`src/verilog/rt_pkg.sv`:
```
// ##################################################################
// Shared widths and packed struct types of the register-dependency
// table: entries, insert and write-back strobes, operand results
// ##################################################################

package rt_pkg;

    // ##################################################################
    // Widths and counts
    // ##################################################################

    // Producer tag, at most 8 instructions in flight
    localparam int unsigned tag_w = 3;
    localparam int unsigned reg_idx_w = 5;
    localparam int unsigned subwarp_w = 2;

    // Source operands per instruction
    localparam int unsigned num_operands = 2;
    // Write-back ports from the execution units
    localparam int unsigned num_wb = 2;

    typedef logic [tag_w-1:0] tag_t;
    typedef logic [reg_idx_w-1:0] reg_idx_t;
    typedef logic [subwarp_w-1:0] subwarp_id_t;

    // ##################################################################
    // Table and port types
    // ##################################################################

    // One table entry, register of a subwarp and its pending producer
    typedef struct packed {
        subwarp_id_t subwarp_id;
        reg_idx_t dst;
        tag_t producer;
    } rt_entry_t;

    // Decoded instruction from the decoder
    typedef struct packed {
        logic strobe;
        subwarp_id_t subwarp_id;
        tag_t tag;
        reg_idx_t dst;
        // Source operand registers, index 0 is the first operand
        reg_idx_t [num_operands-1:0] src;
    } rt_insert_t;

    // Completion of one tag on a write-back port
    typedef struct packed {
        logic strobe;
        tag_t tag;
    } rt_wb_t;

    // Readiness of one source operand
    typedef struct packed {
        logic ready;
        // Producer to wait for, zero when nothing is pending
        tag_t tag;
    } rt_operand_t;

endpackage

```
`src/verilog/rt_alloc_ctrl.sv`:
```
// ##################################################################
// Insert control: reuse or first-free allocation, write-back clear
// mask and the all-written flag
// ##################################################################

`timescale 1ns/100ps

module rt_alloc_ctrl #(
    parameter int unsigned num_tags = 8
) (
    input logic clk_i,
    input logic rst_i,

    // Decoder insert and execution unit write-backs
    input rt_pkg::rt_insert_t insert_i,
    input rt_pkg::rt_wb_t [rt_pkg::num_wb-1:0] wb_i,

    // Current table state from the store
    input logic [num_tags-1:0] valid_i,
    input rt_pkg::rt_entry_t [num_tags-1:0] entries_i,

    // Update command to the store
    output logic [num_tags-1:0] clear_o,
    output logic wr_en_o,
    output logic [$clog2(num_tags)-1:0] wr_idx_o,
    output rt_pkg::rt_entry_t wr_entry_o,

    // No entry live
    output logic all_dst_written_o
);

    import rt_pkg::*;

    localparam int unsigned idx_w = $clog2(num_tags);

    // Live entry with the same destination and subwarp
    logic match_found;
    logic [idx_w-1:0] match_idx;

    // Lowest free entry
    logic free_found;
    logic [idx_w-1:0] free_idx;

    // ##################################################################
    // Destination search
    // ##################################################################

    always_comb begin
        match_found = 1'b0;
        match_idx = '0;
        free_found = 1'b0;
        free_idx = '0;

        // First live entry for this destination of the subwarp
        for (int i = 0; i < num_tags; i++) begin
            if (!match_found && valid_i[i]
                && entries_i[i].dst == insert_i.dst
                && entries_i[i].subwarp_id == insert_i.subwarp_id) begin
                match_found = 1'b1;
                match_idx = idx_w'(i);
            end
        end

        // Lowest index that is not live
        // Entries freed in this cycle still count as taken
        for (int i = 0; i < num_tags; i++) begin
            if (!free_found && !valid_i[i]) begin
                free_found = 1'b1;
                free_idx = idx_w'(i);
            end
        end
    end

    // Reuse takes the matching entry, else allocate
    assign wr_en_o = insert_i.strobe && (match_found || free_found);
    assign wr_idx_o = match_found ? match_idx : free_idx;

    // On reuse dst and subwarp are unchanged, only producer moves on
    assign wr_entry_o = '{
        subwarp_id: insert_i.subwarp_id,
        dst: insert_i.dst,
        producer: insert_i.tag
    };

    // ##################################################################
    // Write-back clear
    // ##################################################################

    // Free every live entry produced by a completing tag
    always_comb begin
        clear_o = '0;
        for (int w = 0; w < num_wb; w++) begin
            for (int i = 0; i < num_tags; i++) begin
                if (wb_i[w].strobe && valid_i[i]
                    && entries_i[i].producer == wb_i[w].tag) begin
                    clear_o[i] = 1'b1;
                end
            end
        end
    end

    // Valid bits are registered, so this follows the table by one edge
    assign all_dst_written_o = ~|valid_i;

    // The decoder must never insert into a full table without reuse
    assert property (@(posedge clk_i) disable iff (rst_i)
        insert_i.strobe |-> (match_found || free_found))
    else $error("Insert of tag %0d finds no matching and no free entry", insert_i.tag);

endmodule

```
`src/verilog/rt_entry_store.sv`:
```
// ##################################################################
// Entry registers and valid bits with clear and single write
// ##################################################################

`timescale 1ns/100ps

module rt_entry_store #(
    parameter int unsigned num_tags = 8
) (
    input logic clk_i,
    input logic rst_i,

    // Entries freed by write-back
    input logic [num_tags-1:0] clear_i,

    // One insert write per cycle
    input logic wr_en_i,
    input logic [$clog2(num_tags)-1:0] wr_idx_i,
    input rt_pkg::rt_entry_t wr_entry_i,

    // Registered table state
    output logic [num_tags-1:0] valid_o,
    output rt_pkg::rt_entry_t [num_tags-1:0] entries_o
);

    import rt_pkg::*;

    logic [num_tags-1:0] valid_q;
    logic [num_tags-1:0] valid_d;
    rt_entry_t [num_tags-1:0] entries_q;

    // ##################################################################
    // Valid bits
    // ##################################################################

    always_comb begin
        // Clears first
        valid_d = valid_q & ~clear_i;
        // Write wins, so a reused entry stays live through its own free
        if (wr_en_i) begin
            valid_d[wr_idx_i] = 1'b1;
        end
    end

    always_ff @(posedge clk_i) begin
        if (rst_i) begin
            valid_q <= '0;
        end else begin
            valid_q <= valid_d;
        end
    end

    // ##################################################################
    // Entry payload
    // ##################################################################

    always_ff @(posedge clk_i) begin
        if (wr_en_i) begin
            entries_q[wr_idx_i] <= wr_entry_i;
        end
    end

    assign valid_o = valid_q;
    assign entries_o = entries_q;

    // Reuse in the control keeps each register of a subwarp in one entry
    for (genvar i = 0; i < num_tags; i++) begin : g_uniq_a
        for (genvar j = i + 1; j < num_tags; j++) begin : g_uniq_b
            assert property (@(posedge clk_i) disable iff (rst_i)
                (valid_q[i] && valid_q[j])
                |-> (entries_q[i].dst != entries_q[j].dst
                     || entries_q[i].subwarp_id != entries_q[j].subwarp_id))
            else $error("Entries %0d and %0d both hold register %0d", i, j,
                entries_q[i].dst);
        end
    end

endmodule

```
`src/verilog/rt_operand_lookup.sv`:
```
// ##################################################################
// Source operand readiness lookup with same-cycle write-back bypass
// ##################################################################

`timescale 1ns/100ps

module rt_operand_lookup #(
    parameter int unsigned num_tags = 8
) (
    // Only samples the bypass check
    input logic clk_i,

    // Operand registers and subwarp of the instruction being inserted
    input rt_pkg::rt_insert_t insert_i,
    input rt_pkg::rt_wb_t [rt_pkg::num_wb-1:0] wb_i,

    // Registered table state
    input logic [num_tags-1:0] valid_i,
    input rt_pkg::rt_entry_t [num_tags-1:0] entries_i,

    // One result per source operand
    output rt_pkg::rt_operand_t [rt_pkg::num_operands-1:0] operands_o
);

    import rt_pkg::*;

    // Operand found pending in the table
    logic [num_operands-1:0] hit;

    // ##################################################################
    // Per-operand search
    // ##################################################################

    always_comb begin
        hit = '0;
        for (int op = 0; op < num_operands; op++) begin
            // Ready with tag zero unless a live producer is found
            operands_o[op].ready = 1'b1;
            operands_o[op].tag = '0;

            // Only meaningful while an insert is on the bus
            if (insert_i.strobe) begin
                for (int i = 0; i < num_tags; i++) begin
                    if (!hit[op] && valid_i[i]
                        && entries_i[i].dst == insert_i.src[op]
                        && entries_i[i].subwarp_id == insert_i.subwarp_id) begin
                        hit[op] = 1'b1;
                        operands_o[op].ready = 1'b0;
                        operands_o[op].tag = entries_i[i].producer;
                    end
                end
            end

            // Producer completes now, value reaches the register file
            // The tag is kept for the wait buffer
            for (int w = 0; w < num_wb; w++) begin
                if (hit[op] && wb_i[w].strobe
                    && wb_i[w].tag == operands_o[op].tag) begin
                    operands_o[op].ready = 1'b1;
                end
            end
        end
    end

    // ##################################################################
    // Checks
    // ##################################################################

    // A live producer of the operand that completes now never leaves it waiting
    for (genvar op = 0; op < num_operands; op++) begin : g_op_chk
        for (genvar w = 0; w < num_wb; w++) begin : g_wb_chk
            for (genvar i = 0; i < num_tags; i++) begin : g_ent_chk
                assert property (@(posedge clk_i)
                    (insert_i.strobe && wb_i[w].strobe && valid_i[i]
                     && entries_i[i].dst == insert_i.src[op]
                     && entries_i[i].subwarp_id == insert_i.subwarp_id
                     && entries_i[i].producer == wb_i[w].tag)
                    |-> (operands_o[op].ready && operands_o[op].tag == wb_i[w].tag))
                else $error("Operand %0d waits on tag %0d written back on port %0d",
                    op, operands_o[op].tag, w);
            end
        end
    end

endmodule

```
`src/verilog/reg_table_top.sv`:
```
// ##################################################################
// Register-dependency table top: control, entry store and lookup
// ##################################################################

`timescale 1ns/100ps

module reg_table_top #(
    // Entries in the table, at most one per tag
    parameter int unsigned num_tags = 8
) (
    input logic clk_i,
    input logic rst_i,

    // From the decoder
    input rt_pkg::rt_insert_t insert_i,
    // From the execution units
    input rt_pkg::rt_wb_t [rt_pkg::num_wb-1:0] wb_i,

    // To the wait buffer
    output rt_pkg::rt_operand_t [rt_pkg::num_operands-1:0] operands_o,
    // To the fetcher, no pending destination
    output logic all_dst_written_o
);

    import rt_pkg::*;

    // Registered table state
    logic [num_tags-1:0] valid;
    rt_entry_t [num_tags-1:0] entries;

    // Update command from control to store
    logic [num_tags-1:0] clear;
    logic wr_en;
    logic [$clog2(num_tags)-1:0] wr_idx;
    rt_entry_t wr_entry;

    rt_alloc_ctrl #(
        .num_tags(num_tags)
    ) u_ctrl (
        .clk_i(clk_i),
        .rst_i(rst_i),
        .insert_i(insert_i),
        .wb_i(wb_i),
        .valid_i(valid),
        .entries_i(entries),
        .clear_o(clear),
        .wr_en_o(wr_en),
        .wr_idx_o(wr_idx),
        .wr_entry_o(wr_entry),
        .all_dst_written_o(all_dst_written_o)
    );

    rt_entry_store #(
        .num_tags(num_tags)
    ) u_store (
        .clk_i(clk_i),
        .rst_i(rst_i),
        .clear_i(clear),
        .wr_en_i(wr_en),
        .wr_idx_i(wr_idx),
        .wr_entry_i(wr_entry),
        .valid_o(valid),
        .entries_o(entries)
    );

    // Readiness sees the table before this cycle's update
    rt_operand_lookup #(
        .num_tags(num_tags)
    ) u_lookup (
        .clk_i(clk_i),
        .insert_i(insert_i),
        .wb_i(wb_i),
        .valid_i(valid),
        .entries_i(entries),
        .operands_o(operands_o)
    );

endmodule

```
`config.mk`:
```
export PLATFORM = sky130hd
export DESIGN_NAME = reg_table_top
export DESIGN_NICKNAME = d
export VERILOG_FILES = /design/src/verilog/rt_pkg.sv /design/src/verilog/rt_alloc_ctrl.sv /design/src/verilog/rt_entry_store.sv /design/src/verilog/rt_operand_lookup.sv /design/src/verilog/reg_table_top.sv
export SDC_FILE = /design/constraint.sdc
export NUM_CORES = 1
export LEC_CHECK = 0
export BUFFER_PORTS_ARGS = -buffer_cell sky130_fd_sc_hd__buf_2
export CORE_AREA = 2 2 105 157
export CTS_BUF_LIST = sky130_fd_sc_hd__clkbuf_8
export DETAILED_ROUTE_END_ITERATION = 7
export DIE_AREA = 0 0 107 159
export GPL_TIMING_DRIVEN = 0
export HOLD_SLACK_MARGIN = 0.1
export SLEW_MARGIN = 20
export SYNTH_ARGS = -nofsm -noshare
export SYNTH_HDL_FRONTEND = slang
export SYNTH_SLANG_ARGS = --single-unit
```
`constraint.sdc`:
```
create_clock -name clk_i -period 12.55 [get_ports clk_i]
set_input_delay 2.51 -clock clk_i [delete_from_list [all_inputs] [get_ports clk_i]]
set_output_delay 2.51 -clock clk_i [all_outputs]
set_load 0.005 [all_outputs]
```
==> flow_summary.toml <==
[grt]
grt_max_degree = 15
grt_pass1_wl_microns = 26430
antenna_found_initial = 0
first_global_vias = 4617
grt.total_usage_pct = 20.87
overflow = 0

[run]
maxCapViolations = 0

[cells_and_area]
diodes = 0
multiInputGateArea_sq_um = 3336
nNetsFinal = 643
final_util_pct = 42.80
fillers = 1466
syn_to_final_growth_pct = 9.193
layout.area.seq_sq_um = 2562
design_area_sq_um = 6688
layout-drive-gt1-share_pct = 14.75

[placement]
gp_congestion = 0.9301
postPlaceCellArea_sq_um = 6499
io_buffers = 24
dpl.hpwl_microns = 14010

[synthesis]
synth-simple-area-share_pct = 18.45
yosysMostFrequentCell = "xnor2_1"
synth_fp_nets = 608
yosys.area.top_type = "edfxtp_1"
ys_async_sr_fraction_pct = 0
synth_edf_count = 80
synth_compound_area_share_pct = 8.315
synth-seq-cells = 88
yosys-top-cells-count = "xnor2_1, edfxtp_1, xor2_1"
synth_top_area_share_pct = 39.22
yosysWarnings = 0
synthCells = 577
synth_adder_area_share_pct = 0
synth.area.top_cells = "edfxtp_1, xnor2_1, xor2_1"
synth.area.mux_share_pct = 0.5312
synth_flop_cell = "edfxtp_1"
synth_xor_area_share_pct = 27.17
ys_seq_area_share_pct = 41.84
syn-cell-area_sq_um = 6125
synth_top_family_by_area = "XOR/XNOR gates"
synth.distinct_cells = 71
avgSynthCellArea_sq_um = 10.61

[clock_tree]
numCtsBuffers = 9
ctsResizeCount = 0
clkTransAtPathRegs_ps = 80
cts_setup_buffers = 0
cts_tree = "built"
clkLatencyLatePin_ps = 370
clk_path_buf_depth = 2
htreeDepth = 3
cts_root_buf = "clkbuf_8"
holdBufCountCts = 0
cts_num_sinks = 88

[timing]
rsz0062_at_grt = "false"
setup_tns_ps = 0
fmax_mhz = 119.5
fin_skew_ps = 8.863
min_period_ps = 8370
worst_pin_slew_ps = 1027
finalSetupViolCount = 0
relSlewSlack_pct = 31.31
timing.final.crit_share_pct = 66.69
slew_viol_final = 0
timing.hold.ws_ps = 642.8
finalHoldViolations = 0

[critical_path]
worstPathArrival_ps = 5860
path_cells = "buf_2 > buf_6 > xnor2_1 > and4_1 > and2_1 > nor4_1 > nand2_1 > o211ai_1 > o21ai_0 > a21oi_1 > nor2_1 > o2111ai_1 > o2111ai_1 > buf_2"
rr_worst_depth = 10
timing.rr.start = "u_store.entries_o[4]"
rr_endpoint = "u_store.entries_o[14]"
cp_max_fo = 9
critPathSlowestCell = "nor4_1"
critPathMaxStageDelay_ps = 680
crit_start = "insert_i[18]"
cp-start-kind = "primary input"
crit_required_ps = 10040
r2r_slack_ps = 8810
critical_path_class = "in2out"
cp-end-kind = "output pin"

[floorplanning]
ios = 40
rows = 56
die-area_sq_um = 17010
core_area_sq_um = 15630
dieHeight_microns = 159
initial_core_util_pct = 39.20
die_x_microns = 107

[routing]
drt_first_iter_violations = 271
drc = 0
ant_nets = 0
first_pass_iters = 4
via_per_inst = 5.577
wl_per_cell_microns = 21.45
vias = 4573
drt-total-wl_microns = 17590

[power]
ir_drop_v = 0.00004322
power.leakage_nw = 2.143
total_power_mw = 0.6126
power.density_nw_per_um2 = 91.60

[hold_path]
min_path_type = "reg2reg"
hp-start = "u_store.valid_o[4]"
holdPathEnd = "u_store.valid_o[4]"
hold_depth = 2

[run_status]
status = "complete, no violations"
-- worst max-delay path by stage --
| stage | slack (ps) | to |
|---|---|---|
| floorplan | 5110 | operands_o[3] |
| global placement | 4220 | operands_o[7] |
| detailed placement | 4180 | operands_o[7] |
| CTS | 4170 | operands_o[7] |
| global route | 3930 | operands_o[7] |
| finish | 4180 | operands_o[7] |
-- worst max-delay path: cells and delay by family --
kind / cells / cell delay [ps]
AND/OR/NAND/NOR: 5 / 1460
buffers and inverters: 3 / 590
AO/OA/AOI/OAI: 5 / 1180
XOR/XNOR: 1 / 110
-- metal layers --
| metal | share of wire (%) | track usage (%) | wire (microns) | up-vias |
|---|---|---|---|---|
| li1 | - | - | - | 2147 |
| met2 | 55 | 39.14 | 9661 | 147 |
| met4 | 4.8 | 11.81 | 849 | 0 |
| met1 | 37 | 21.86 | 6499 | 2228 |
| met5 | 0 | 0 | 0 | - |
| met3 | 3.3 | 2.620 | 577 | 51 |
-- cell families after synthesis --
kind of cell | Yosys count
DFF | 88
buffers and inverters | 39
xor gates and xnor gates | 190
and+or+nand+nor | 188
muxes | 3
AOI/OAI and AO/OA | 69
-- area by class of cell --
| cell class | instances | share of cell area [%] |
|---|---|---|
| well taps | 203 | 3.798 |
| clock inverters | 7 | 0.9729 |
| repair buffers | 24 | 1.796 |
| plain buffers | 27 | 2.713 |
| multi-input cells | 450 | 49.88 |
| flip-flops and latches | 88 | 38.32 |
| clock buffers | 9 | 1.852 |
| inverters | 12 | 0.6735 |
-- state kept, by name, indices dropped and copies added, names as in the netlist --
register	cells
u_store.entries_o	80
u_store.valid_o	8
-- layout by cell type, fill, tap and decap left out, drive strengths merged, types with 3 or more instances in the layout --
cell type	instances
nand4	28
o21ai	15
clkbuf	15
or4	5
nor3	13
a21oi	12
a32oi	8
nor2	44
o211ai	4
and4	5
a31oi	3
nor4	16
buf	44
edfxtp	80
nand2	32
dfxtp	8
xnor2	132
o2111ai	3
nand3b	3
inv	14
and2	5
xor2	58
clkinvlp	3
nor3b	3
nand3	22
and3	5
-- power breakdown --
part           internal, mW  switching [mW]
clock                0.0901          0.0999
combinational        0.0352          0.0545
sequential            0.326         0.00703
-- per-stage QoR --
| step | std cells | setup WS [ps] |
|---|---|---|
| 3_3_place_gp | 804 | 4219 |
| 6_report | 820 | 4180 |
| 3_5_place_dp | 804 | 4176 |
| 2_1_floorplan | 577 | 5108 |
| 4_1_cts | 820 | 4171 |
| 5_1_grt | 820 | 3934 |
Note: power is estimated with default switching activity, not from simulation.
